<file path="src/hdl/procPkg.sv">
package procPkg;

   localparam int dataWidth    = 16;                 // Data, instruction and address width
   localparam int regAddrWidth = 3;                  // Register index width
   localparam int numRegs      = 1 << regAddrWidth;  // Eight general registers

   // Primary opcodes, anything not listed traps as illegal
   typedef enum logic [4:0] {
      opHalt = 5'b00000,  // Stop the core
      opNop  = 5'b00001,  // No operation
      opJ    = 5'b00100,  // PC relative jump
      opAddi = 5'b01000,  // rd = rs + imm5
      opSubi = 5'b01001,  // rd = imm5 - rs
      opBeqz = 5'b01100,  // Branch if rs is zero
      opBnez = 5'b01101,  // Branch if rs is nonzero
      opSt   = 5'b10000,  // mem[rs + imm5] = rd
      opLd   = 5'b10001,  // rd = mem[rs + imm5]
      opLbi  = 5'b11000,  // rs = imm8
      opAlu  = 5'b11011   // R-type, func picks the operation
   } opcodeT;

   typedef enum logic [1:0] {
      aluAdd = 2'b00,  // Wrapping add
      aluSub = 2'b01,  // Second operand minus first
      aluAnd = 2'b10,  // Bitwise and
      aluXor = 2'b11   // Bitwise xor
   } aluOpT;

   typedef enum logic [1:0] {
      destRt,  // I-type destination in bits 7:5
      destRd,  // R-type destination in bits 4:2
      destRs   // LBI writes its rs field
   } regDestT;

   // Immediate select codes
   localparam logic [1:0] immSel5  = 2'd0;  // ADDI, SUBI, LD, ST
   localparam logic [1:0] immSel8  = 2'd1;  // LBI and branches
   localparam logic [1:0] immSel11 = 2'd2;  // J

   // ALU operand select bits
   localparam int aluSrcImmBit  = 0;  // Operand B from the immediate
   localparam int aluSrcZeroBit = 1;  // Operand A forced to zero

   // Instruction field positions
   localparam int opcodeHi = 15;
   localparam int opcodeLo = 11;
   localparam int rsHi     = 10;
   localparam int rsLo     = 8;
   localparam int rtHi     = 7;
   localparam int rtLo     = 5;
   localparam int rdHi     = 4;   // R-type destination
   localparam int rdLo     = 2;
   localparam int iRdHi    = 7;   // I-type destination
   localparam int iRdLo    = 5;
   localparam int funcHi   = 1;   // R-type function
   localparam int funcLo   = 0;
   localparam int imm5Hi   = 4;
   localparam int imm5Lo   = 0;
   localparam int imm8Hi   = 7;
   localparam int imm8Lo   = 0;
   localparam int disp11Hi = 10;
   localparam int disp11Lo = 0;

endpackage
</file>
<file path="src/hdl/memory.sv">
`timescale 1ns/1ns

module memory #(
   parameter int dataWords = 256                        // Data memory depth
) (
   input  logic                          clk,
   input  logic                          reset,
   input  logic [procPkg::dataWidth-1:0] aluResult,     // Address or ALU value
   input  logic [procPkg::dataWidth-1:0] storeData,     // rt value for ST
   input  logic                          memRead,
   input  logic                          memWrite,      // Already gated by control
   input  logic                          memToReg,
   output logic [procPkg::dataWidth-1:0] regWriteData   // Back to the register file
);

   localparam int addrBits = $clog2(dataWords);

   logic [procPkg::dataWidth-1:0] dataMem [dataWords];  // Word addressed
   logic [addrBits-1:0]           addr;
   logic [procPkg::dataWidth-1:0] readData;

   assign addr     = aluResult[addrBits-1:0];       // Upper bits ignored
   assign readData = memRead ? dataMem[addr] : '0;  // Asynchronous read

   // Writeback mux
   assign regWriteData = memToReg ? readData : aluResult;

   always_ff @(posedge clk) begin
      if (memWrite && !reset) begin  // No stores while in reset
         dataMem[addr] <= storeData;
      end
   end

endmodule

</file>
<file path="config.mk">
export PLATFORM = sky130hd
export DESIGN_NAME = memory
export DESIGN_NICKNAME = d
export VERILOG_FILES = /design/src/hdl/procPkg.sv /design/src/hdl/memory.sv
export SDC_FILE = /design/constraint.sdc
export NUM_CORES = 2
export LEC_CHECK = 0
export BUFFER_PORTS_ARGS = -buffer_cell sky130_fd_sc_hd__clkbuf_2
export CAP_MARGIN = 20
export CORE_ASPECT_RATIO = 1.4
export CORE_MARGIN = 2
export CORE_UTILIZATION = 40
export DETAILED_ROUTE_END_ITERATION = 10
export PLACE_DENSITY = 0.55
export SETUP_SLACK_MARGIN = 0.2
export SLEW_MARGIN = 20
export SYNTH_ARGS = -nofsm -noshare
export SYNTH_HDL_FRONTEND = slang
export SYNTH_SLANG_ARGS = --single-unit
export TNS_END_PERCENT = 20
</file>
<file path="constraint.sdc">
create_clock -name clk -period 4.85 [get_ports clk]
set_input_delay 1.455 -clock clk [delete_from_list [all_inputs] [get_ports clk]]
set_output_delay 1.455 -clock clk [all_outputs]
set_load 0.1 [all_outputs]
</file>
; Word-level counts from Yosys, hierarchy flattened
; Memory sizes are Yosys's and may differ from the RTL's.
; Cells that the tools add are included.
[totals]
regBits = 0
latchBits = 0
ramBits = 4096
rom_bits = 0
input_bits = 37
wordCells = 7
mem_count = 1
[memory_table]
columns = memory, words, word_bits, read_ports, rd_ports_with_merged_regs, write_ports, line
row1 = dataMem, 256, 16, 1, 0, 1, memory.sv:18  ; logic [procPkg::dataWidth-1:0] dataMem [dataWords];
[classes]
addsub = 0
mul = 0
div = 0
magnitude_cmp = 0
eq_ne = 0
shifts = 0
n_mux = 4
bitwise = 0
n_reduce_logical = 2
[op_table]
columns = operator, count
row1 = 16-bit two-way mux, 2
row2 = 1-bit two-way mux, 2
row3 = 1-bit logical AND, 1
row4 = 1-bit logical NOT, 1

; Logic depth before layout (Yosys ltp)
[logic_depth]
depth_word = 4
depth_mapped = 13

; Least setup slack after synthesis
; No wires, ideal clock.
[synth_timing]
kind = in2out
startpoint = input port aluResult[3] in the netlist's numbering
endpoint = output port regWriteData[6] in the netlist's numbering
arrival_time_ns = 5.387
path_slack_ns = -1.992
cell_stages = 10
n_path_buf = 5
path_cell_list = buf_2 -> buf_4 -> buf_4 -> buf_2 -> buf_2 -> nor2_1 -> a221oi_1 -> o221ai_1 -> a2111oi_0 -> a311oi_1
[synth_via]
elab_chain_len = 3
[synth_rtl]
columns = element, line
row1 = start: declaration, memory.sv:8  ; input logic [procPkg::dataWidth-1:0] aluResult,
row2 = memory read 256 x 16 bit, n/a
row3 = 16-bit two-way mux, memory.sv:23  ; assign readData = memRead ? dataMem[addr] : '0;
row4 = 16-bit two-way mux, memory.sv:26  ; assign regWriteData = memToReg ? readData : aluResult;
row5 = end: declaration, memory.sv:13  ; output logic [procPkg::dataWidth-1:0] regWriteData
; Every way passes these cells.

; Worst setup path in the final report
[layout_timing]
startpoint = input port aluResult[0] in the netlist's numbering
endpoint = output port regWriteData[15] in the netlist's numbering
; Same word-level chain as after synthesis.

==> results.sh <==
export IMPL_rsz0062_at_grt="yes"
export IMPL_cts_htree_levels=5
export IMPL_p_seq_share_pct=53.4
export IMPL_wirelength_um=458000
export IMPL_final_cell_mix="4096 x edfxtp_1, 1033 x buf_4, 710 x mux4_2"
export IMPL_gp_congestion=0.882
export IMPL_postSynthCellCount=7536
export IMPL_largest_reg_flops=4096
export IMPL_violations="setup timing"
export IMPL_synth_ff_type="edfxtp_1"
export IMPL_syn_nets=7573
export IMPL_grt_max_degree=121
export IMPL_port_buffers=52
export IMPL_drive_gt1_share_pct=30.6
export IMPL_synthesis_area_um2=158000
export IMPL_tightest_slew_ps=1300
export IMPL_status="finished with violations"
export IMPL_worstPathRequired_ps=3390
export IMPL_power_frac_clock_pct=40.3
export IMPL_area_growth_pct=19.7
export IMPL_track_usage_pct=22.6
export IMPL_start_kind="input pin"
export IMPL_synth_distinct_cells=58
export IMPL_end_kind="output port"
export IMPL_final_util_pct=48.1
export IMPL_cp_arrival_ps=4850
export IMPL_num_rows=272
export IMPL_switchingPower_mw=15.9
export IMPL_yosysWarnings=0
export IMPL_numClockSinks=4096
export IMPL_cts_buffers=383
export IMPL_ys_ff_latch=4096
export IMPL_synth_edf_count=4096
export IMPL_dpl_cell_area_um2=175000
export IMPL_routed_via_count=81600
export IMPL_hp_class="in2reg"
export IMPL_p_leak_nw=61.8
export IMPL_reg_top3="dataMem: 4096 flops"
export IMPL_slew_violations=0
export IMPL_drtIter0Drc=9061
export IMPL_antenna_found_initial=19
export IMPL_max_freq_ghz=0.159
export IMPL_peakVddDrop_uv=328
export IMPL_clockBufferDepth=4
export IMPL_pre_cts_slack_ps=-2290
export IMPL_finalHoldViolations=0
export IMPL_grt_pass1_wl_um=641000
export IMPL_async_flop_share_pct=0
export IMPL_fin_area_um2=189000
export IMPL_antenna_left=0
export IMPL_path_max_fanout=6
export IMPL_crit_chain="buf_16, buf_16, buf_12, buf_6, mux4_2, a22oi_2, buf_4, nand4_1, nor3_4, buf_6, o211a_4, o32ai_4, buf_12"
export IMPL_dp_hpwl_um=298000
export IMPL_cap_violations=0
export IMPL_avgSynthCellArea_um2=20.9
export IMPL_internal_power_mw=57.1
export IMPL_p_sw_share_pct=21.8
export IMPL_powerDensity_nw_per_um2=387
export IMPL_wl_per_cell_um=32.0
export IMPL_num_nets_final=8853
export IMPL_layout_setup_ws_ps=-1450
export IMPL_setup_viol=16
export IMPL_overflow=0
export IMPL_die_area_um2=399000
export IMPL_die_w_um=534
export IMPL_power_frac_comb_pct=6.4
export IMPL_regMostFlops="dataMem"
export IMPL_max_stage_delay_ps=610
export IMPL_drtPass1Iterations=6
export IMPL_first_global_vias=83200
export IMPL_period_minus_slack_ps=6300
export IMPL_viasPerCell=5.70
export IMPL_crit_slowest_cell="nand4_1"
export IMPL_drcViolationCount=0
export IMPL_seq_area_frac_synth_pct=78.1
export IMPL_core_area_um2=392000
export IMPL_clkTransAtPathRegs_ps=70
export IMPL_holdBufCountCts=0
export IMPL_layout_commonest_cell="edfxtp_1"
export IMPL_slew_limit_headroom_pct=13.3
export IMPL_period_share_pct=130
export IMPL_cts_tree="yes"
export IMPL_cts_root_buffer="clkbuf_16"
export IMPL_fp_dieH_um=747
export IMPL_ios=53
export IMPL_initial_core_util_pct=40.2
export IMPL_whs_path_depth=1
export IMPL_critPathKind="in2out"
logic make-up after synthesis:
kind of cell | count (synthesis) | share of synthesized area [%]
muxes | 1390 | 14.5
buffers and inverters | 462 | 1.48
and+or+nand+nor | 701 | 1.95
AOI/OAI and AO/OA | 887 | 4.01
DFF | 4096 | 78.1
per-stage QoR:
stage	total power, mW	cells	hold slack (ps)	TNS, ps
finish	73.0	14300	847	-19490
global route	74.9	14300	837	-19840
CTS	73.5	14300	947	-19670
detailed placement	44.2	13600	1950	-27400
global placement	44.2	13600	1930	-29780
floorplan	41.7	7536	1550	-6170
power groups by stage:
stage          Sequential (mW)  Combinational (mW)  Clock, mW
6_report                  39.0                4.66       29.4
5_1_grt                   39.0                4.84       31.1
4_1_cts                   39.0                4.63       29.9
3_5_place_dp              39.7                4.48          0
3_3_place_gp              39.7                4.43          0
2_1_floorplan             39.7                1.93          0
area by class of cell:
class / instances / area (um2)
fillers: 32200 / 203000
flip-flops and latches: 4096 / 123000
multi-input cells: 2978 / 33400
repair buffers: 1343 / 13600
clock buffers: 458 / 9930
well taps: 5206 / 6510
clock inverters: 219 / 2030
inverters: 14 / 56.3
diodes: 7 / 17.5
cells in the mapped netlist (all sizes together) (58+ instances only):
| cell type | number | area share [%] |
|---|---|---|
| o22ai | 59 | 0.23 |
| clkbuf | 159 | 0.38 |
| mux2i | 653 | 4.1 |
| edfxtp | 4096 | 78 |
| nor2 | 297 | 0.71 |
| a22oi | 346 | 1.6 |
| a21oi | 172 | 0.55 |
| buf | 289 | 1.1 |
| nand2 | 162 | 0.39 |
| nand3 | 122 | 0.39 |
| a22o | 58 | 0.32 |
| mux4 | 710 | 10 |
path summary, 6_finish.rpt:
kind,from,to,slack [ps]
max,aluResult[0],regWriteData[15],-1450
min,storeData[12],dataMem[158][12],850
worst max-delay path, delay by kind of cell:
family | cells | cell delay [ps]
muxes | 1 | 520
buffers and inverters | 7 | 1100
AOI/OAI and AO/OA | 3 | 580
and+or+nand+nor | 2 | 1100
routing by layer:
metal | global-route usage [%] | part of all wire [%]
met1 | 28.8 | 39
met2 | 38.6 | 51
met3 | 3.11 | 6.0
met4 | 9.37 | 4.7
met5 | 0 | 0.0059
timing repair:
item | in CTS | in global routing
gates cloned | 4 | 2
pin swaps | 25 | 15
gates resized for setup | 116 | 49
setup endpoints to repair | 16 | 16
setup buffers | 40 | 17
No activity file was read; power rests on OpenSTA's default activity.
