--- config.mk ---
export PLATFORM = sky130hd
export DESIGN_NAME = fetch
export DESIGN_NICKNAME = d
export VERILOG_FILES = /design/src/hdl/procPkg.sv /design/src/hdl/fetch.sv
export SDC_FILE = /design/constraint.sdc
export NUM_CORES = 2
export LEC_CHECK = 0
export BUFFER_PORTS_ARGS = -buffer_cell sky130_fd_sc_hd__buf_4
export CORE_MARGIN = 4
export CORE_UTILIZATION = 46
export CTS_BUF_LIST = sky130_fd_sc_hd__clkbuf_8
export CTS_CLUSTER_DIAMETER = 40
export DETAILED_ROUTE_END_ITERATION = 7
export HOLD_SLACK_MARGIN = 0.02
export PLACE_DENSITY_LB_ADDON = 0.2
export RECOVER_POWER = 50
export SYNTH_ARGS = -nofsm -noshare
export SYNTH_HDL_FRONTEND = slang
export SYNTH_SLANG_ARGS = --single-unit
--- constraint.sdc ---
create_clock -name clk -period 7.7 [get_ports clk]
set_input_delay 0.77 -clock clk [delete_from_list [all_inputs] [get_ports clk]]
set_output_delay 0.77 -clock clk [all_outputs]
set_load 0.005 [all_outputs]
--- src/hdl/procPkg.sv ---
package procPkg;

   localparam int dataWidth    = 16;                 // Data, instruction and address width
   localparam int regAddrWidth = 3;                  // Register index width
   localparam int numRegs      = 1 << regAddrWidth;  // Eight general registers

   // Primary opcodes, anything not listed traps as illegal
   typedef enum logic [4:0] {
      opHalt = 5'b00000,  // Stop the core
      opNop  = 5'b00001,  // No operation
      opJ    = 5'b00100,  // PC relative jump
      opAddi = 5'b01000,  // rd = rs + imm5
      opSubi = 5'b01001,  // rd = imm5 - rs
      opBeqz = 5'b01100,  // Branch if rs is zero
      opBnez = 5'b01101,  // Branch if rs is nonzero
      opSt   = 5'b10000,  // mem[rs + imm5] = rd
      opLd   = 5'b10001,  // rd = mem[rs + imm5]
      opLbi  = 5'b11000,  // rs = imm8
      opAlu  = 5'b11011   // R-type, func picks the operation
   } opcodeT;

   typedef enum logic [1:0] {
      aluAdd = 2'b00,  // Wrapping add
      aluSub = 2'b01,  // Second operand minus first
      aluAnd = 2'b10,  // Bitwise and
      aluXor = 2'b11   // Bitwise xor
   } aluOpT;

   typedef enum logic [1:0] {
      destRt,  // I-type destination in bits 7:5
      destRd,  // R-type destination in bits 4:2
      destRs   // LBI writes its rs field
   } regDestT;

   // Immediate select codes
   localparam logic [1:0] immSel5  = 2'd0;  // ADDI, SUBI, LD, ST
   localparam logic [1:0] immSel8  = 2'd1;  // LBI and branches
   localparam logic [1:0] immSel11 = 2'd2;  // J

   // ALU operand select bits
   localparam int aluSrcImmBit  = 0;  // Operand B from the immediate
   localparam int aluSrcZeroBit = 1;  // Operand A forced to zero

   // Instruction field positions
   localparam int opcodeHi = 15;
   localparam int opcodeLo = 11;
   localparam int rsHi     = 10;
   localparam int rsLo     = 8;
   localparam int rtHi     = 7;
   localparam int rtLo     = 5;
   localparam int rdHi     = 4;   // R-type destination
   localparam int rdLo     = 2;
   localparam int iRdHi    = 7;   // I-type destination
   localparam int iRdLo    = 5;
   localparam int funcHi   = 1;   // R-type function
   localparam int funcLo   = 0;
   localparam int imm5Hi   = 4;
   localparam int imm5Lo   = 0;
   localparam int imm8Hi   = 7;
   localparam int imm8Lo   = 0;
   localparam int disp11Hi = 10;
   localparam int disp11Lo = 0;

endpackage
--- src/hdl/fetch.sv ---
`timescale 1ns/1ns

module fetch #(
   parameter int instrWords = 256                       // Instruction memory depth
) (
   input  logic                          clk,
   input  logic                          reset,
   input  logic                          run,           // Core executing
   input  logic                          stop,          // Halted or trapped
   input  logic                          loadValid,     // Program load request
   input  logic [procPkg::dataWidth-1:0] loadAddr,
   input  logic [procPkg::dataWidth-1:0] loadData,
   output logic                          loadReady,     // Load accepted while idle
   input  logic                          branchTaken,
   input  logic                          jump,
   input  logic [procPkg::dataWidth-1:0] immExt,        // Branch or jump offset
   output logic [procPkg::dataWidth-1:0] instruction
);

   localparam int addrBits = $clog2(instrWords);

   logic [procPkg::dataWidth-1:0] pc;                        // Program counter
   logic [procPkg::dataWidth-1:0] pcPlusOne;
   logic [procPkg::dataWidth-1:0] nextPc;
   logic [procPkg::dataWidth-1:0] instrMem [instrWords];    // Word addressed program store

   assign loadReady   = !run;                                   // Loads only while stopped
   assign pcPlusOne   = pc + procPkg::dataWidth'(1);
   assign nextPc      = (branchTaken || jump) ? pcPlusOne + immExt : pcPlusOne;  // Relative to PC+1
   assign instruction = instrMem[pc[addrBits-1:0]];             // Asynchronous read

   always_ff @(posedge clk) begin
      if (reset) begin
         pc <= '0;
      end else if (run && !stop) begin  // Freeze when idle or halted
         pc <= nextPc;
      end
   end

   // Program load port
   always_ff @(posedge clk) begin
      if (loadValid && loadReady) begin
         instrMem[loadAddr[addrBits-1:0]] <= loadData;
      end
   end

endmodule

==> Word-level counts from Yosys, hierarchy flattened <==
Memory sizes are Yosys's and may differ from the RTL's. A register that Yosys moved wholly into a read port is not among the register bits.
Index checks and enable logic that the tools add are counted.
{ "word_totals": {"register_bits": 16, "ramBits": 4096, "output_inout_bits": 17, "wordCells": 14, "mem_count": 1} }
{ "op_classes": {"addsub": 2, "n_mux": 5, "reduce_logical": 5} }
{ "mem_list": {"columns": ["name", "depth", "word_bits", "rd", "rd_ports_with_merged_regs", "wr", "line_no", "rtl"], "rows": [
  ["instrMem", 256, 16, 1, 1, 1, "fetch.sv:25", "logic [procPkg::dataWidth-1:0] instrMem [instrWords];"]
]} }
{ "op_table": {"columns": ["op", "n"], "rows": [
  ["adder 16 x 1 -> 16 bit (second input constant)", 1],
  ["adder 16 bit", 1],
  ["two-way mux 16 bit", 1],
  ["two-way mux 8 bit", 2],
  ["logical AND 1 bit", 2],
  ["zero test 1 bit", 2],
  ["two-way mux 1 bit", 2],
  ["logical OR 1 bit", 1]
]} }

==> Longest topological paths before layout <==
{ "depth": {"word_depth": 5, "mapped_depth": 12, "ltp_nobuf": 12} }

==> Worst setup path before layout <==
Ideal clock, no wire load.
{ "synth_timing": {"path_kind": "input port to flip-flop", "from": "input port loadValid", "to": "memory instrMem[234][0] (netlist name), enable pin", "t_arrival_ns": 2.562, "required_ns": 7.312, "setup_slack_ns": 4.749, "stages": 6, "cell_sequence": "nor2b_1 > clkbuf_1 > clkbuf_1 > nand3_1 > clkbuf_1 > nor2_1"} }
{ "synth_via": {"elab_chain_len": 3} }
{ "synth_rtl": {"columns": ["item", "line_no", "rtl"], "rows": [
  ["start, declared", "fetch.sv:10", "input logic loadValid,"],
  ["logical AND 1 bit", "fetch.sv:42", "if (loadValid && loadReady) begin"],
  ["two-way mux 1 bit", "fetch.sv:42", null],
  ["two-way mux 1 bit (not written as such)", "fetch.sv:43", "instrMem[loadAddr[addrBits-1:0]] <= loadData;"],
  ["end, declared", "fetch.sv:25", null]
]} }
No other way between the ends.

==> flow_summary_export.csv <==
group,metric,value,unit
drt,drtAntennaViolNets,0,
worst_setup_path,reg2reg_from,"pc[0]",
worst_setup_path,critPathLaunchType,"flop",
clocking,htree_levels,6,
clocking,cts.reportedPaths.clkPinSlew,60,ps
clocking,worst_skew_late_latency,1170,ps
worst_setup_path,timing.critical_path.to_type,"output pin",
sta,period_share,91.8,%
global_route,track_usage,22.5,%
hold_path,min_from,"jump",
sta,finClkSkew,19.1,ps
floorplan,io-pin-count,72,
placement,gp_congestion,0.846,
sta,fin_setup_tns,0,ps
synth,syn_area_per_cell,21.6,um^2
cells_and_area,area.growth.synth_to_final,12.2,%
sta,maxSlewHeadroom,-297,%
synth,synth_cells,7287,
floorplan,die_width,593,um
synth,synth-edff-count,4096,
pwr,power_per_cell_area,252,nW/um^2
worst_setup_path,critical-path-top-cell-by-count,"buf_4",
synth,netlist_area_before_placement,157000,um^2
worst_setup_path,crit_path_max_incr_delay,1010,ps
drt,drt_first_iter_violations,8385,
global_route,largest_net_degree_at_the_start_of_global_routing,165,
sta,finalWorstPathRequiredPeriod,7070,ps
cells_and_area,final_nets,8027,
hold_path,timing.hold.worst.class,"primary input to flop",
synth,synth_top_area_share,78.1,%
synth,synth_commonest_cells,"edfxtp_1, mux4_2, mux2i_1",
sta,timing_max_transition_violations_final,3465,
cells_and_area,utilization,51.9,%
cells_and_area,fin_cells,13000,
sta,rsz0062_at_grt,"false",
drt,drt-wirelength-per-cell,30.7,um
placement,place.detailed.hpwl,225000,um
floorplan,chipHeight,593,um
cells_and_area,drive_above_1_share,24.6,%
pwr,leakagePower,54.3,nW
floorplan,placement_rows,214,
drt,route.detailed.vias_per_inst,5.95,
synth,synth.yosys.seq_area_share,78.3,%
run,drv.max_cap_violation_count,38,
sta,finalSetupViolations,0,
worst_setup_path,critPathTopFamily,"compound AO/OA/AOI/OAI gates",
clocking,clock_sinks,4112,
drt,count_of_unresolved_drc_violations_after_routing,0,
global_route,grt_first_pass_wirelength,570000,um
clocking,clock_tree.buffer_depth,4,
global_route,vias_in_the_first_global_route,78700,
synth,ys_ff_latch,4112,
drt,routed_wl,400000,um
placement,placed_cell_area,165000,um^2
drt,detail_route.first_pass.iterations,8,
sta,hold_viol_final,0,
run_status,run_status,"finished, violations left",
floorplan,initial_core_util,46.3,%
synth,yosys.cell_count.top_type,"edfxtp_1",
worst_setup_path,crit_arrival,6300,ps
floorplan,dieArea,352000,um^2
synth,synthTopCellsByArea,"edfxtp_1, mux4_2, mux2i_1",
clocking,ctsHoldBuffers,16,
sta,fmax,141,MHz
run_status,violations,"capacitance limit, slew limit",
worst_setup_path,critical_path_required,6930,ps
pwr,peakVddDrop,0.000185,V
clocking,cts-buffers-inserted,666,
global_route,global_route.overflow_total,0,
sta,worst_slew_pin_slew,5950,ps
synth,synth_top_area_cell,"edfxtp_1",
synth,yosysUniqueCellTypes,47,
drt,vias,77500,
clocking,number_of_resized_instances_in_the_post_cts_repair_step,0,
worst_setup_path,critical_path_cell_list,"nor2b_2, nand2b_4, buf_4, o22ai_1, nor3_1, a21oi_1, nand4_1, a211oi_1, buf_4",
clocking,ctsRootBufferMaster,"clkbuf_8",
worst_setup_path,critPathKind,"flop to output pin",
synth,synth.net_count,7351,
synth,postSynth.asyncResetShare,0,%
synth,synth-main-ff-cell,"edfxtp_1",
synth,yosys_warnings,0,
global_route,antenna_found_initial,19,
floorplan,design.core.area,340000,um^2
worst_setup_path,library_cell_contributing_the_largest_single_delay_on_the_critical_path,"a211oi_1",
worst_setup_path,critPathMaxFanout,47,
placement,io_buffer_count,55,
placement,placedCellCount,11800,
cells_and_area,design_area,177000,um^2
clocking,cts_post_setup_buffers_inserted,0,
clocking,cts_tree,"done",
worst_setup_path,crit_buf_inv,2,
-- state kept, by name (all words and copies together) (netlist names), named ones only --
register / cells
instrMem: 4096
pc: 8
-- metrics by stage --
stage / power [mW] / hold WS, ps / setup WS (ps)
CTS: 44.8 / 20.7 / 650
finish: 44.5 / 178 / 628
global route: 46.1 / 166 / 415
floorplan: 26.6 / 496 / 4750
global placement: 27.7 / 525 / 2010
detailed placement: 27.8 / 526 / 1970
-- power by group --
group	total, mW	internal, mW	switching [mW]
sequential	24.7	24.7	0.0353
clock	17.2	8.67	8.48
combinational	2.59	0.928	1.66
total	44.5	34.3	10.2
-- area by class of cell --
type / count / area [um^2]
Multi-Input combinational cell: 2724 / 31900
Sequential cell: 4112 / 123000
Clock inverter: 505 / 2700
Antenna cell: 16 / 40.0
Timing Repair Buffer: 447 / 3700
Inverter: 12 / 45.0
Tap cell: 4536 / 5680
Fill cell: 26600 / 164000
Clock buffer: 673 / 9260
-- worst reg2reg max path: stages, from the launching register on --
cell and delay, ps:
dfxtp_1 360, ha_1 270, nand3_1 140, xnor2_1 160, ha_1 350, nand3_1 120
o2111ai_1 270, a21o_1 160, nand3_1 100, xor2_1 230, nand3_1 100, a21oi_1 180
dlygate4sd3_1 570
-- kinds of logic after synthesis --
family,synth area share [%]
buffers and inverters,1.58
AO/OA/AOI/OAI,3.03
multiplexers,15.0
XOR/XNOR,0.0445
AND/OR/NAND/NOR,1.97
adder cells (fa/ha/maj),0.0763
flip-flops,78.3
-- worst paths after layout --
check / cells past startpoint / slack, ps / end
setup / recovery: 9 / 630 / instruction[8]
hold / removal: 6 / 180 / pc[6]
setup reg to reg: 12 / 4640 / flop
hold reg to reg: 2 / 540 / flop
-- cell usage in the layout (no fill, tap or decap), drive strengths merged, types with 15 or more instances in the layout --
cell type,instances
edfxtp,4096
mux4,800
clkbuf,715
mux2i,560
buf,389
inv,287
nor2,276
o22ai,272
clkinv,196
a22oi,112
a21oi,104
a22o,96
nor3,96
nand4,77
nor4,64
a221oi,51
nand3,41
o21ai,37
nor2b,34
nand2,29
a211oi,20
clkinvlp,19
diode,16
dlygate4sd3,16
dfxtp,16
and3,15
bufinv,15
-- routing by layer --
| layer | GRT usage [%] | up-vias | routed length, um |
|---|---|---|---|
| met1 | 31.4 | 41300 | 162000 |
| li1 | - | 32300 | - |
| met2 | 36.1 | 3233 | 194000 |
| met4 | 7.73 | 4 | 13200 |
| met5 | 0 | - | 36 |
| met3 | 4.14 | 626 | 30800 |
Note: power is estimated with default switching activity, not from simulation.
