**src/hdl/procPkg.sv**
```systemverilog
package procPkg;

   localparam int dataWidth    = 16;                 // Data, instruction and address width
   localparam int regAddrWidth = 3;                  // Register index width
   localparam int numRegs      = 1 << regAddrWidth;  // Eight general registers

   // Primary opcodes, anything not listed traps as illegal
   typedef enum logic [4:0] {
      opHalt = 5'b00000,  // Stop the core
      opNop  = 5'b00001,  // No operation
      opJ    = 5'b00100,  // PC relative jump
      opAddi = 5'b01000,  // rd = rs + imm5
      opSubi = 5'b01001,  // rd = imm5 - rs
      opBeqz = 5'b01100,  // Branch if rs is zero
      opBnez = 5'b01101,  // Branch if rs is nonzero
      opSt   = 5'b10000,  // mem[rs + imm5] = rd
      opLd   = 5'b10001,  // rd = mem[rs + imm5]
      opLbi  = 5'b11000,  // rs = imm8
      opAlu  = 5'b11011   // R-type, func picks the operation
   } opcodeT;

   typedef enum logic [1:0] {
      aluAdd = 2'b00,  // Wrapping add
      aluSub = 2'b01,  // Second operand minus first
      aluAnd = 2'b10,  // Bitwise and
      aluXor = 2'b11   // Bitwise xor
   } aluOpT;

   typedef enum logic [1:0] {
      destRt,  // I-type destination in bits 7:5
      destRd,  // R-type destination in bits 4:2
      destRs   // LBI writes its rs field
   } regDestT;

   // Immediate select codes
   localparam logic [1:0] immSel5  = 2'd0;  // ADDI, SUBI, LD, ST
   localparam logic [1:0] immSel8  = 2'd1;  // LBI and branches
   localparam logic [1:0] immSel11 = 2'd2;  // J

   // ALU operand select bits
   localparam int aluSrcImmBit  = 0;  // Operand B from the immediate
   localparam int aluSrcZeroBit = 1;  // Operand A forced to zero

   // Instruction field positions
   localparam int opcodeHi = 15;
   localparam int opcodeLo = 11;
   localparam int rsHi     = 10;
   localparam int rsLo     = 8;
   localparam int rtHi     = 7;
   localparam int rtLo     = 5;
   localparam int rdHi     = 4;   // R-type destination
   localparam int rdLo     = 2;
   localparam int iRdHi    = 7;   // I-type destination
   localparam int iRdLo    = 5;
   localparam int funcHi   = 1;   // R-type function
   localparam int funcLo   = 0;
   localparam int imm5Hi   = 4;
   localparam int imm5Lo   = 0;
   localparam int imm8Hi   = 7;
   localparam int imm8Lo   = 0;
   localparam int disp11Hi = 10;
   localparam int disp11Lo = 0;

endpackage
```
**src/hdl/decode.sv**
```systemverilog
`timescale 1ns/1ns

module decode (
   input  logic                             clk,
   input  logic                             reset,
   input  logic [procPkg::dataWidth-1:0]    instruction,
   input  logic                             regWrite,     // Already gated by control
   input  procPkg::regDestT                 regDest,
   input  logic [1:0]                       immSel,
   input  logic [procPkg::dataWidth-1:0]    writeData,    // From writeback mux
   output logic [procPkg::dataWidth-1:0]    regVal1,      // rs value
   output logic [procPkg::dataWidth-1:0]    regVal2,      // rt value
   output logic [procPkg::dataWidth-1:0]    immExt,
   output logic [procPkg::regAddrWidth-1:0] writeReg
);

   localparam int imm5Bits   = procPkg::imm5Hi - procPkg::imm5Lo + 1;
   localparam int imm8Bits   = procPkg::imm8Hi - procPkg::imm8Lo + 1;
   localparam int disp11Bits = procPkg::disp11Hi - procPkg::disp11Lo + 1;

   logic [procPkg::dataWidth-1:0]    regs [procPkg::numRegs];  // General registers
   logic [procPkg::regAddrWidth-1:0] rsIdx;
   logic [procPkg::regAddrWidth-1:0] rtIdx;
   logic [imm5Bits-1:0]              imm5;
   logic [imm8Bits-1:0]              imm8;
   logic [disp11Bits-1:0]            disp11;

   assign rsIdx  = instruction[procPkg::rsHi:procPkg::rsLo];
   assign rtIdx  = instruction[procPkg::rtHi:procPkg::rtLo];
   assign imm5   = instruction[procPkg::imm5Hi:procPkg::imm5Lo];
   assign imm8   = instruction[procPkg::imm8Hi:procPkg::imm8Lo];
   assign disp11 = instruction[procPkg::disp11Hi:procPkg::disp11Lo];

   assign regVal1 = regs[rsIdx];  // Asynchronous read ports
   assign regVal2 = regs[rtIdx];

   // Destination index
   always_comb begin
      case (regDest)
         procPkg::destRt: writeReg = instruction[procPkg::iRdHi:procPkg::iRdLo];
         procPkg::destRd: writeReg = instruction[procPkg::rdHi:procPkg::rdLo];
         procPkg::destRs: writeReg = rsIdx;  // LBI
         default:         writeReg = rtIdx;
      endcase
   end

   // Sign extension to data width
   always_comb begin
      case (immSel)
         procPkg::immSel5:  immExt = {{(procPkg::dataWidth-imm5Bits){imm5[imm5Bits-1]}}, imm5};
         procPkg::immSel8:  immExt = {{(procPkg::dataWidth-imm8Bits){imm8[imm8Bits-1]}}, imm8};
         procPkg::immSel11: immExt = {{(procPkg::dataWidth-disp11Bits){disp11[disp11Bits-1]}},
                                      disp11};
         default:           immExt = '0;
      endcase
   end

   always_ff @(posedge clk) begin
      if (reset) begin
         for (int i = 0; i < procPkg::numRegs; i++) begin
            regs[i] <= '0;  // All registers start at zero
         end
      end else if (regWrite) begin
         regs[writeReg] <= writeData;  // Visible next cycle
      end
   end

endmodule

```
**config.mk**
```make
export PLATFORM = sky130hd
export DESIGN_NAME = decode
export DESIGN_NICKNAME = d
export VERILOG_FILES = /design/src/hdl/procPkg.sv /design/src/hdl/decode.sv
export SDC_FILE = /design/constraint.sdc
export NUM_CORES = 1
export LEC_CHECK = 0
export BUFFER_PORTS_ARGS = -buffer_cell sky130_fd_sc_hd__buf_4
export CORE_UTILIZATION = 55
export DETAILED_ROUTE_END_ITERATION = 8
export PLACE_DENSITY = 0.76
export REMOVE_ABC_BUFFERS = 1
export SLEW_MARGIN = 20
export SYNTH_ARGS = -nofsm -noshare
export SYNTH_HDL_FRONTEND = slang
export SYNTH_SLANG_ARGS = --single-unit
```
**constraint.sdc**
```tcl
create_clock -name clk -period 2.8 [get_ports clk]
set_input_delay 0.28 -clock clk [delete_from_list [all_inputs] [get_ports clk]]
set_output_delay 0.28 -clock clk [all_outputs]
set_load 0.02 [all_outputs]
```
### Word-level counts from Yosys, hierarchy flattened

Memory sizes are Yosys's and may differ from the RTL's.
Index checks and enable logic that the tools add are counted.
W data, S select, Z words.

| storage, ports and cells | value |
|---|---|
| flip-flop bits (word level) | 0 |
| RAM bits | 128 |
| bits of input ports | 39 |
| output and inout bits | 51 |
| logic and storage cells | 17 |
| memories | 1 |

Memory list:

| name | words | bits a word | rd ports | clocked after memory_dff | write ports | RTL line | RTL |
|---|---|---|---|---|---|---|---|
| regs | 8 | 16 | 2 | 0 | 8 | decode.sv:21 | `logic [procPkg::dataWidth-1:0] regs [procPkg::numRegs];` |

| cells by class | value |
|---|---|
| eq/ne operators | 4 |
| mux-type cells | 10 |
| reductions and logical operators | 2 |

Operators with widths:

| cell | count |
|---|---|
| $pmux W16 S3 | 1 |
| $mux W16 | 1 |
| $reduce_or A16 Y1 | 1 |
| $mux W1 | 6 |
| $pmux W3 S2 | 1 |
| $eq A2 B1 Y1 const B | 2 |
| $eq A2 B2 Y1 const B | 2 |
| $mux W3 | 1 |
| $logic_not A2 Y1 | 1 |

### Longest topological paths before layout

| depth | value |
|---|---|
| word-level depth | 5 |
| mapped depth | 10 |
| gate-level depth less buffers | 6 |

### Worst setup path after synthesis

No wires, ideal clock.

| path | value |
|---|---|
| path kind | input port to output port |
| start | input instruction[10] (netlist bit) |
| end | output immExt[11] (netlist bit) |
| data arrival time | 1.948 ns |
| data required time | 2.520 ns |
| slack | 0.572 ns |
| stages | 5 |
| path buffers | 3 |
| cells stage by stage | buf_2 -> buf_1 -> a21oi_1 -> o21ai_0 -> buf_4 |

| on the way | value |
|---|---|
| longest elaborated chain between the ends | 1 |

Ends and longest elaborated chain:

| item | RTL line | RTL |
|---|---|---|
| start, declared | decode.sv:6 | `input logic [procPkg::dataWidth-1:0] instruction,` |
| $pmux W16 S3 | decode.sv:49 | `case (immSel)` |
| end, declared | decode.sv:13 | `output logic [procPkg::dataWidth-1:0] immExt,` |

Every way passes these cells.

==> flow_metrics.env <==
export IMPL_reg_top3="regs (128)"
export IMPL_synth_xor_area_share_pct=0
export IMPL_powerDensity_mw_per_mm2=670
export IMPL_synthFlopType="edfxtp_1"
export IMPL_required_ns=2.83
export IMPL_drtPass1Iterations=5
export IMPL_critPathMaxFanout=16
export IMPL_synth_top_family_by_area="multiplexers"
export IMPL_post_route_period_util_pct=81.6
export IMPL_finalHoldViolations=0
export IMPL_gp_congestion=0.809
export IMPL_avgSynthCellArea_um2=15.5
export IMPL_wl_per_cell_um=24.9
export IMPL_synth_edff_count=128
export IMPL_first_global_vias=5090
export IMPL_maxSlewViolCount=0
export IMPL_timing_hold_ws_ns=0.379
export IMPL_grt_start_max_net_pins=44
export IMPL_synth_fa_ha_area_share_pct=0.335
export IMPL_layout_drive_gt1_share_pct=40.2
export IMPL_setup_tns_ns=0
export IMPL_vdd_ir_drop_worst_uv=543
export IMPL_min_delay_path_depth=3
export IMPL_worst_pin_slew_ns=0.952
export IMPL_cp_end_kind="register"
export IMPL_synth_cells=482
export IMPL_p_int_uw=4340
export IMPL_yosysWarnings=0
export IMPL_largest_reg_flops=128
export IMPL_htree_num_levels=4
export IMPL_cts_buffers=17
export IMPL_grt_usage_pct=27.7
export IMPL_async_reset_ff_share_pct=0
export IMPL_clkTransAtPathRegs_ns=0.06
export IMPL_hp_class="input port to register"
export IMPL_post_cts_setup_buffers=0
export IMPL_seqPwrFrac_pct=40.2
export IMPL_relSlewSlack_pct=36.5
export IMPL_largest_register="regs"
export IMPL_hp_start="writeData[8]"
export IMPL_maxCapViolations=0
export IMPL_overflow=0
export IMPL_setup_violations=0
export IMPL_clock_power_share_pct=40.5
export IMPL_max_freq_ghz=0.438
export IMPL_viasPerCell=6.73
export IMPL_synthSimpleGateAreaFrac_pct=12.9
export IMPL_yosysSeqAreaShare_pct=51.5
export IMPL_syn_to_final_growth_pct=17.6
export IMPL_cp_slowest_stage_delay_ns=0.83
export IMPL_worstSetupPathType="input port to register"
export IMPL_slowest_stage="a41o_1"
export IMPL_synth_seq_cells=128
export IMPL_dr_total_vias=5003
export IMPL_final_cells=743
export IMPL_die_w_um=119
export IMPL_fp_dieH_um=119
export IMPL_cts_resized=0
export IMPL_rows=42
export IMPL_dieArea_mm2=0.0140
export IMPL_cts_buffer_depth=2
export IMPL_pre_cts_ws_ns=0.146
export IMPL_grt_pass1_wl_um=28700
export IMPL_postCtsHoldBufs=0
export IMPL_synthMuxAreaShare_pct=26.4
export IMPL_cts_root_buf="clkbuf_16"
export IMPL_crit_chain="buf_4 -> inv_1 -> ha_1 -> a221o_1 -> nand2_1 -> inv_1 -> a41o_1"
export IMPL_pwr_share_comb_pct=19.3
export IMPL_cp_buffers_inverters=3
export IMPL_rsz0062_at_grt="false"
export IMPL_place_hpwl_um=10900
export IMPL_status="finished, final reports clean"
export IMPL_drtIter0Drc=430
export IMPL_diodes=0
export IMPL_swShare_pct=26.3
export IMPL_antenna_left=0
export IMPL_fill_cells=928
export IMPL_synth_area_mm2=0.00746
export IMPL_synth_compound_area_share_pct=3.10
export IMPL_start_util_pct=56.4
export IMPL_cts_tree="done"
export IMPL_antenna_found_initial=0
export IMPL_min_period_ns=2.29
export IMPL_power_switching_uw=1550
export IMPL_drc=0
export IMPL_start_kind="input port"
export IMPL_power_leakage_uw=0.00310
export IMPL_cp_arrival_ns=2.32
export IMPL_final_nets=595
export IMPL_synth_distinct_cells=32
export IMPL_setup_ws_ns=0.515
export IMPL_port_buffers=84
export IMPL_crit_family="compound AO/OA/AOI/OAI gates"
export IMPL_io_pins=90
export IMPL_placedCellCount=711
export IMPL_crit_top_cell="inv_1"
export IMPL_whs_endpoint="regs[6][8]"
export IMPL_core_area_mm2=0.0132
export IMPL_routed_wl_um=18500
export IMPL_clkSinkCount=128
-- cell families after synthesis --
kind of cell,count (synthesis)
AND/OR/NAND/NOR,164
flip-flops,128
multiplexers,96
buffers and inverters,63
AO/OA/AOI/OAI,29
adder cells (fa/ha/maj),2
-- final cells by class --
class,instances,area (um^2),area share [%]
multi-input cells,291,3210,36.5
well taps,176,220,2.51
clock inverters,15,218,2.48
flip-flops and latches,128,3840,43.8
inverters,5,18.8,0.214
repair buffers,111,846,9.64
clock buffers,17,425,4.85
-- synthesized netlist by cell type, drive strengths merged, types with 4 or more instances --
cell type	count	area, um^2
nor2b	4	25.0
clkbuf	12	45.0
a21oi	6	30.0
mux4	64	1610
o21ai	6	30.0
mux2	32	360
and2	5	31.3
a41o	8	80.1
inv	5	18.8
edfxtp	128	3840
nand2	23	86.3
nor3	128	791
buf	46	367
-- layout by cell type (no fill, tap or decap), drive strengths merged --
cell type / synthesis / final
a21oi: 6 / 6
a221o: 2 / 2
a221oi: 2 / 2
a22oi: 1 / 1
a41o: 8 / 8
and2: 5 / 5
and2b: 1 / 1
buf: 46 / 111
bufinv: 0 / 5
clkbuf: 12 / 17
clkinv: 0 / 7
clkinvlp: 0 / 3
edfxtp: 128 / 128
ha: 2 / 2
inv: 5 / 5
mux2: 32 / 32
mux4: 64 / 64
nand2: 23 / 23
nand2b: 2 / 2
nand4: 1 / 1
nor2b: 4 / 4
nor3: 128 / 128
o211ai: 2 / 2
o21a: 1 / 1
o21ai: 6 / 6
o22ai: 1 / 1
-- worst max-delay path by stage --
stage / startpoint / end / cells after the start / slack [ns]
2_1_floorplan: regDest[0] / regs[2][0] / 6 / -1.38
3_3_place_gp: regDest[0] / regs[4][4] / 7 / 0.24
3_5_place_dp: regDest[0] / regs[7][6] / 7 / 0.15
4_1_cts: regDest[0] / regs[7][12] / 7 / 0.54
5_1_grt: regDest[0] / regs[4][14] / 7 / 0.40
6_report: regDest[0] / regs[4][14] / 7 / 0.51
-- through the flow --
stage / cell area [um^2] / total power (uW) / util [%]
2_1_floorplan: 7050 / 3010 / -
3_3_place_gp: 8140 / 3480 / 61.4
3_5_place_dp: 8140 / 3520 / 61.4
4_1_cts: 8780 / 5890 / 66.3
5_1_grt: 8780 / 6050 / 66.3
6_report: 8780 / 5880 / 66.3
-- power groups by stage --
stage,sequential (uW),clock (uW),combinational [uW]
after detailed placement,2400,0,1120
final,2360,2380,1140
after CTS,2360,2400,1130
after global routing,2380,2480,1190
after global placement,2370,0,1100
after floorplan,2360,0,652
-- routing by layer --
metal | track usage [%] | routed length [um] | up-vias
met4 | 9.41 | 265 | 0
met5 | 0 | 0 | -
met1 | 38.7 | 7510 | 2529
li1 | - | - | 2145
met3 | 5.98 | 1720 | 23
met2 | 43.6 | 8980 | 306
No activity file was read; power rests on OpenSTA's default activity.
