**config.mk**
```make
export PLATFORM = sky130hd
export DESIGN_NAME = control
export DESIGN_NICKNAME = d
export VERILOG_FILES = /design/src/hdl/procPkg.sv /design/src/hdl/control.sv
export SDC_FILE = /design/constraint.sdc
export NUM_CORES = 1
export LEC_CHECK = 0
export BUFFER_PORTS_ARGS = -buffer_cell sky130_fd_sc_hd__clkbuf_2
export CORE_AREA = 4 4 41 43
export DETAILED_ROUTE_END_ITERATION = 8
export DIE_AREA = 0 0 45 47
export PLACE_DENSITY_LB_ADDON = 0.25
export SYNTH_ARGS = -nofsm -noshare
export SYNTH_HDL_FRONTEND = slang
export SYNTH_SLANG_ARGS = --single-unit
```
**constraint.sdc**
```tcl
create_clock -name clk -period 1.3 [get_ports clk]
set_input_delay 0.26 -clock clk [delete_from_list [all_inputs] [get_ports clk]]
set_output_delay 0.26 -clock clk [all_outputs]
set_load 0.02 [all_outputs]
```
**src/hdl/procPkg.sv**
```systemverilog
package procPkg;

   localparam int dataWidth    = 16;                 // Data, instruction and address width
   localparam int regAddrWidth = 3;                  // Register index width
   localparam int numRegs      = 1 << regAddrWidth;  // Eight general registers

   // Primary opcodes, anything not listed traps as illegal
   typedef enum logic [4:0] {
      opHalt = 5'b00000,  // Stop the core
      opNop  = 5'b00001,  // No operation
      opJ    = 5'b00100,  // PC relative jump
      opAddi = 5'b01000,  // rd = rs + imm5
      opSubi = 5'b01001,  // rd = imm5 - rs
      opBeqz = 5'b01100,  // Branch if rs is zero
      opBnez = 5'b01101,  // Branch if rs is nonzero
      opSt   = 5'b10000,  // mem[rs + imm5] = rd
      opLd   = 5'b10001,  // rd = mem[rs + imm5]
      opLbi  = 5'b11000,  // rs = imm8
      opAlu  = 5'b11011   // R-type, func picks the operation
   } opcodeT;

   typedef enum logic [1:0] {
      aluAdd = 2'b00,  // Wrapping add
      aluSub = 2'b01,  // Second operand minus first
      aluAnd = 2'b10,  // Bitwise and
      aluXor = 2'b11   // Bitwise xor
   } aluOpT;

   typedef enum logic [1:0] {
      destRt,  // I-type destination in bits 7:5
      destRd,  // R-type destination in bits 4:2
      destRs   // LBI writes its rs field
   } regDestT;

   // Immediate select codes
   localparam logic [1:0] immSel5  = 2'd0;  // ADDI, SUBI, LD, ST
   localparam logic [1:0] immSel8  = 2'd1;  // LBI and branches
   localparam logic [1:0] immSel11 = 2'd2;  // J

   // ALU operand select bits
   localparam int aluSrcImmBit  = 0;  // Operand B from the immediate
   localparam int aluSrcZeroBit = 1;  // Operand A forced to zero

   // Instruction field positions
   localparam int opcodeHi = 15;
   localparam int opcodeLo = 11;
   localparam int rsHi     = 10;
   localparam int rsLo     = 8;
   localparam int rtHi     = 7;
   localparam int rtLo     = 5;
   localparam int rdHi     = 4;   // R-type destination
   localparam int rdLo     = 2;
   localparam int iRdHi    = 7;   // I-type destination
   localparam int iRdLo    = 5;
   localparam int funcHi   = 1;   // R-type function
   localparam int funcLo   = 0;
   localparam int imm5Hi   = 4;
   localparam int imm5Lo   = 0;
   localparam int imm8Hi   = 7;
   localparam int imm8Lo   = 0;
   localparam int disp11Hi = 10;
   localparam int disp11Lo = 0;

endpackage
```
**src/hdl/control.sv**
```systemverilog
`timescale 1ns/1ns

module control (
   input  logic                          clk,
   input  logic                          reset,
   input  logic                          run,
   input  logic [procPkg::dataWidth-1:0] instruction,
   output logic                          ctlRegWrite,   // Gated, doubles as trace valid
   output procPkg::regDestT              ctlRegDest,
   output logic [1:0]                    ctlAluSrc,     // Immediate and zero operand bits
   output procPkg::aluOpT                ctlAluOp,
   output logic [1:0]                    ctlImmSel,
   output logic                          ctlMemRead,
   output logic                          ctlMemWrite,   // Gated
   output logic                          ctlMemToReg,
   output logic                          ctlBranch,
   output logic                          ctlBranchNot,  // BNEZ sense
   output logic                          ctlJump,
   output logic                          ctlHalt,       // Hold the PC
   output logic                          halt,
   output logic                          err
);

   procPkg::opcodeT opcode;
   logic            active;       // Instruction retires this cycle
   logic            decRegWrite;
   logic            decMemWrite;
   logic            decHalt;
   logic            illegal;

   assign opcode = procPkg::opcodeT'(instruction[procPkg::opcodeHi:procPkg::opcodeLo]);
   assign active = run && !halt && !err;

   always_comb begin
      decRegWrite  = 1'b0;  // Defaults describe a NOP
      ctlRegDest   = procPkg::destRt;
      ctlAluSrc    = '0;
      ctlAluOp     = procPkg::aluAdd;
      ctlImmSel    = procPkg::immSel5;
      ctlMemRead   = 1'b0;
      decMemWrite  = 1'b0;
      ctlMemToReg  = 1'b0;
      ctlBranch    = 1'b0;
      ctlBranchNot = 1'b0;
      ctlJump      = 1'b0;
      decHalt      = 1'b0;
      illegal      = 1'b0;
      case (opcode)
         procPkg::opHalt: decHalt = 1'b1;
         procPkg::opNop: begin
            // No state changes
         end
         procPkg::opAlu: begin
            decRegWrite = 1'b1;
            ctlRegDest  = procPkg::destRd;
            ctlAluOp    = procPkg::aluOpT'(instruction[procPkg::funcHi:procPkg::funcLo]);
         end
         procPkg::opAddi, procPkg::opSubi: begin
            decRegWrite                      = 1'b1;
            ctlAluSrc[procPkg::aluSrcImmBit] = 1'b1;
            ctlAluOp = (opcode == procPkg::opSubi) ? procPkg::aluSub : procPkg::aluAdd;
         end
         procPkg::opLbi: begin
            decRegWrite                       = 1'b1;
            ctlRegDest                        = procPkg::destRs;
            ctlImmSel                         = procPkg::immSel8;
            ctlAluSrc[procPkg::aluSrcImmBit]  = 1'b1;  // 0 + imm8
            ctlAluSrc[procPkg::aluSrcZeroBit] = 1'b1;
         end
         procPkg::opLd: begin
            decRegWrite                      = 1'b1;
            ctlAluSrc[procPkg::aluSrcImmBit] = 1'b1;  // Address is rs + imm5
            ctlMemRead                       = 1'b1;
            ctlMemToReg                      = 1'b1;
         end
         procPkg::opSt: begin
            decMemWrite                      = 1'b1;  // Data comes from the rt port
            ctlAluSrc[procPkg::aluSrcImmBit] = 1'b1;
         end
         procPkg::opBeqz, procPkg::opBnez: begin
            ctlBranch    = 1'b1;
            ctlBranchNot = (opcode == procPkg::opBnez);
            ctlImmSel    = procPkg::immSel8;
         end
         procPkg::opJ: begin
            ctlJump   = 1'b1;
            ctlImmSel = procPkg::immSel11;
         end
         default: illegal = 1'b1;  // Unused opcode trap
      endcase
   end

   assign ctlRegWrite = active && decRegWrite;
   assign ctlMemWrite = active && decMemWrite;
   assign ctlHalt     = halt || err || decHalt || illegal;  // PC stays on HALT or trap

   // Sticky status, cleared only by reset
   always_ff @(posedge clk) begin
      if (reset) begin
         halt <= 1'b0;
         err  <= 1'b0;
      end else if (active) begin
         if (decHalt) halt <= 1'b1;
         if (illegal) err <= 1'b1;
      end
   end

endmodule

```
* After elaboration in Yosys (flattened, before gate mapping)
Cells that the tools add are included. Widths: inputs -> output; s select.
Word-level totals: word-level logic and storage cells 45, output and inout port bits 18, bits in latches 0, flip-flop bits (word level) 2, bits in read-only memories 0, memories 0, RAM bits 0, input port bits 19
Cells by class: shift-type cells 0, order comparisons 0, $mul 0, reduce and logical (&&, ||, !) cells 18, add/sub/neg operators 0, bitwise operators 1, mux-type cells 14, divide/modulo/power cells 0, eq/ne operators 10
Operator list (number):
- $eq 5x4->1 const B | 4
- $eq 5x5->1 const B | 4
- $pmux 2 s2 | 3
- $mux 1 | 11
- $reduce_or 11->1 | 1
- $reduce_or 5->1 | 2
- $eq 5x1->1 const B | 1
- $eq 5x3->1 const B | 1
- $logic_not 5->1 | 1
- $logic_and 1x1->1 | 4
- $reduce_and 2->1 | 2
- $reduce_or 2->1 | 2
- $logic_or 1x1->1 | 3
- $reduce_or 3->1 | 1
- $logic_not 1->1 | 2
- $not 1->1 | 1

* Depth between registers and ports, before layout
depth after elaboration 4, mapped depth 4, depth with buffers taken out 3

* Worst setup path after synthesis
No wires, ideal clock.
kind input port to output port, start input instruction[14] (netlist bit), end output ctlMemToReg, setup slack -422 ps, cell stages on the path 3, data arrival time 1462 ps, data required time 1040 ps, path buffers 2, path through buf_4 nor4_1 buf_4
Between the ends: cells in the longest elaborated chain, start to end 2
RTL lines:
- from (decl) | line control.sv:7 | input logic [procPkg::dataWidth-1:0] instruction,
- $eq 5x5->1
- $mux 1
- to (decl) | line control.sv:15 | output logic ctlMemToReg,
No other way between the ends.

* Worst setup path in the final report
start input instruction[12] (netlist bit), end output ctlHalt
Between the ends: cells in the longest elaborated chain, start to end 4, elaborated cells between the ends (all ways) 16, those cells by class eq/ne: 10; mux: 2; reduce/logical: 4
RTL lines:
- $eq 5x4->1 (tied with other cells) | line control.sv:48 | case (opcode)
- $reduce_or 11->1 (no source line) / $mux 1 (equally long branches)
- $mux 1 / $logic_or 1x1->1 (equally long branches) | line control.sv:48, control.sv:95
- $logic_or 1x1->1 * | line control.sv:95 | assign ctlHalt = halt || err || decHalt || illegal;
- to (decl) | line control.sv:19 | output logic ctlHalt,
Mark *: on every way between the ends. The rest lies on a longest branch, timed or not.

==> results.md <==
- Run status: complete, but fails checks
- Violations in the final reports: negative setup slack
- Detailed Route WL: 1.36 mm
- Required time of the critical path: ~1000 ps
- PnR worst setup slack: -145 ps
- Worst Path Arrival: 1190 ps
- Antenna Violating Nets Remaining: 0
- CTS Buf Count: 3
- Core Region: ~1300 sq um
- Number of levels in the clock H-tree: 1
- Footprint of the multi-input gates: around 370 sq um
- Post-Syn Instances: 50
- Final estimated routing congestion in global placement: around 0.72
- Critical path type: input pin to primary output
- Max Freq: 692 MHz
- Share of the clock period used by the worst path after layout: 111%
- Number of primary I/O pins: 37
- Worst slew margin: about 85%
- Post-Synth XOR/XNOR Area: 2.41%
- Library cell with the largest summed area after synthesis: sky130_fd_sc_hd__dfxtp_1
- Area share of the largest cell type after synthesis: 11.0%
- Main combinational cell family by area after synthesis: simple AND/OR/NAND/NOR gates
- Synth Area in Compound Gates: between 10% and 20%
- Reg2reg path depth: 4
- Final Critical Period: 1450 ps
- Clock sink count: 2
- Warning count from the yosys run: 0
- Count of input and output buffers: 27
- Mux contribution to synthesized area: 0%
- Sequential Area: 41.3 sq um
- Floorplan die area: 2120 sq um
- Die outline height: 47 microns
- Timing endpoint of the critical path: ctlHalt
- Simple-gate share of the synthesized area: 50.7%
- CTS tree: built
- Vias after detailed routing: 525
- Post-CTS clock slew at the launch and capture registers of the worst setup and hold paths: about 30 ps
- Number of design-rule violations left by the first detailed-router iteration: 6
- Maximum fanout encountered on the critical timing path: 7
- Site Rows: 13
- Clock network latency to the later pin of the worst-skew pair: 220 ps
- Final core utilization: 66.3%
- Static leakage: 0.407 nW
- Average via count per standard cell: 4.86
- Area share of fa/ha/maj cells after synthesis: 0%
- Initial antenna violation count: 0
- Setup slack, reg-to-reg: 130 ps
- Classification of the worst-slack hold path: input pin to flip-flop
- Final Cell Area: about 860 sq um
- Cell types with the largest area share after synthesis: sky130_fd_sc_hd__dfxtp_1, sky130_fd_sc_hd__nor2_1, sky130_fd_sc_hd__buf_6, sky130_fd_sc_hd__buf_4, sky130_fd_sc_hd__and3b_1
- Pre-Repair DR Iteration Count: 4
- Antenna diode count: 0
- Overall global routing resource usage: 13.4%
- Vias in the first global route: 496
- Number of design rule violations left after detail routing: 0
- Area Overhead vs Synth: 138%
- Number of unique standard cell types used by synthesis: 28
- Count of maximum capacitance violations: 0
- Per-instance average area after synthesis: 7.26 sq um
- Most common cell after layout, fill and taps aside: sky130_fd_sc_hd__buf_4
- Detailed Place HPWL: about 930 microns
- Initial standard-cell utilization of the core: ~28%
- Critical Path Start Type: input pin
- Top library cells by usage in the layout, fill and taps aside: sky130_fd_sc_hd__buf_4, sky130_fd_sc_hd__clkbuf_2, sky130_fd_sc_hd__buf_6
- Design Power: around 0.45 mW
- Chip Width: 45 microns
- Setup slack after placement: -209 ps
- Final count of hold timing violations: 0
- Reg-to-reg critical path endpoint: err
- Start point of the critical path: instruction[12]
- Maximum vdd ir drop: 0.000529 V
- Number of synthesized register bits: 2
- Clk_skew: 0.0662 ps
- Cell area after synthesis: between 300 and 400 sq um
- Number of pins exceeding their max-slew limit in the final report: 0
- Fillcell total: 104
- CTS Hold Buffers Added: 0
- First-pass GRT wire length: 2.09 mm
- RSZ-0062 raised after global routing: true
- Mean routed wirelength per cell: 12.6 microns
- Layout cell share with drive strength beyond 1: 78.5%
- Number of nets produced by synthesis: 69
- Seq/Total Area, Yosys: roughly 11%
- Final setup violating endpoints: 10
- Cell Pwr Density: slightly above 500 nW/um^2
- Largest net degree at the start of global routing: 11
- Clock root buffer master: sky130_fd_sc_hd__clkbuf_4
- Worst hold slack across all endpoints: 243 ps
- Worst slew pin tran: 230 ps
- Maximum count of clock buffers along a single path: 2
- Area after DPL: 623 sq um
- Leftover overflow at the end of global routing: 0
- Total Nets Final: 114
- Launching point of the worst reg2reg path: halt
- Setup crit end kind: primary output
worst max-delay path, stage by stage:
cell and delay (ps):
sky130_fd_sc_hd__clkbuf_16 140, sky130_fd_sc_hd__and4b_1 180, sky130_fd_sc_hd__o21a_1 190, sky130_fd_sc_hd__o311ai_2 230, sky130_fd_sc_hd__buf_4 190
power breakdown:
group          switching, mW  total [mW]  internal (mW)
Sequential           0.00450      0.0703         0.0658
Combinational          0.116       0.242          0.126
Clock                 0.0338       0.135          0.102
registers in the layout (all words and copies together), names as in the netlist:
register / flops
halt: 1
err: 1
worst min path at each step:
stage / start / cells past startpoint / to
2_1_floorplan: reset / 1 / halt
3_3_place_gp: reset / 2 / halt
3_5_place_dp: reset / 2 / halt
4_1_cts: reset / 2 / halt
5_1_grt: reset / 2 / halt
6_report: reset / 2 / halt
metrics by stage:
step / cells / TNS, ps
floorplan: 50 / -154
global placement: 101 / -1160
detailed placement: 101 / -1340
CTS: 107 / -926
global route: 108 / -1080
finish: 108 / -519
cells by family (layout without fill, tap and decap cells):
family                 after synthesis  in the layout
AND/OR/NAND/NOR                     32             32
AO/OA/AOI/OAI                        8              8
buffers and inverters                7             50
flip-flops                           2              2
XOR/XNOR                             1              1
Yosys cell counts:
library cell               instances
sky130_fd_sc_hd__and2_1            2
sky130_fd_sc_hd__nor3_1            1
sky130_fd_sc_hd__nor2_1            9
sky130_fd_sc_hd__and3_1            1
sky130_fd_sc_hd__and4b_1           1
sky130_fd_sc_hd__o21ai_0           1
sky130_fd_sc_hd__inv_1             1
sky130_fd_sc_hd__nand3b_1          1
sky130_fd_sc_hd__a41oi_1           1
sky130_fd_sc_hd__and3_2            1
sky130_fd_sc_hd__xnor2_1           1
sky130_fd_sc_hd__nand2_1           4
sky130_fd_sc_hd__o21a_1            1
sky130_fd_sc_hd__nand2b_1          2
sky130_fd_sc_hd__a211oi_1          1
sky130_fd_sc_hd__buf_4             3
sky130_fd_sc_hd__or4_4             1
sky130_fd_sc_hd__nor3_2            1
sky130_fd_sc_hd__o311ai_1          1
sky130_fd_sc_hd__o21bai_1          1
sky130_fd_sc_hd__nor4_1            2
sky130_fd_sc_hd__nand3_1           3
sky130_fd_sc_hd__buf_6             3
sky130_fd_sc_hd__o22ai_2           1
sky130_fd_sc_hd__dfxtp_1           2
sky130_fd_sc_hd__nor3b_1           1
sky130_fd_sc_hd__a211oi_2          1
sky130_fd_sc_hd__and3b_1           2
final cells by class:
type / count / area share, %
inverters: 1 / 0.435
flip-flops and latches: 2 / 4.78
repair buffers: 46 / 47.0
multi-input cells: 41 / 43.0
well taps: 15 / 2.17
clock buffers: 3 / 2.61
routing by layer:
metal / vias up / share of wire, % / track usage [%] / routed length (microns)
met5: - / 0 / 0 / 0
met4: 0 / 0 / 3.51 / 0
met3: 0 / 4.7 / 3.83 / 64
met2: 13 / 55 / 25.4 / 753
li1: 267 / - / - / -
met1: 245 / 40 / 14.5 / 539
what timing repair did:
action,CTS,global route
setup buffers,3,1
pin swaps,6,10
gates resized for setup,28,32
endpoints found under the setup margin,14,14
Note: power is estimated with default switching activity, not from simulation.
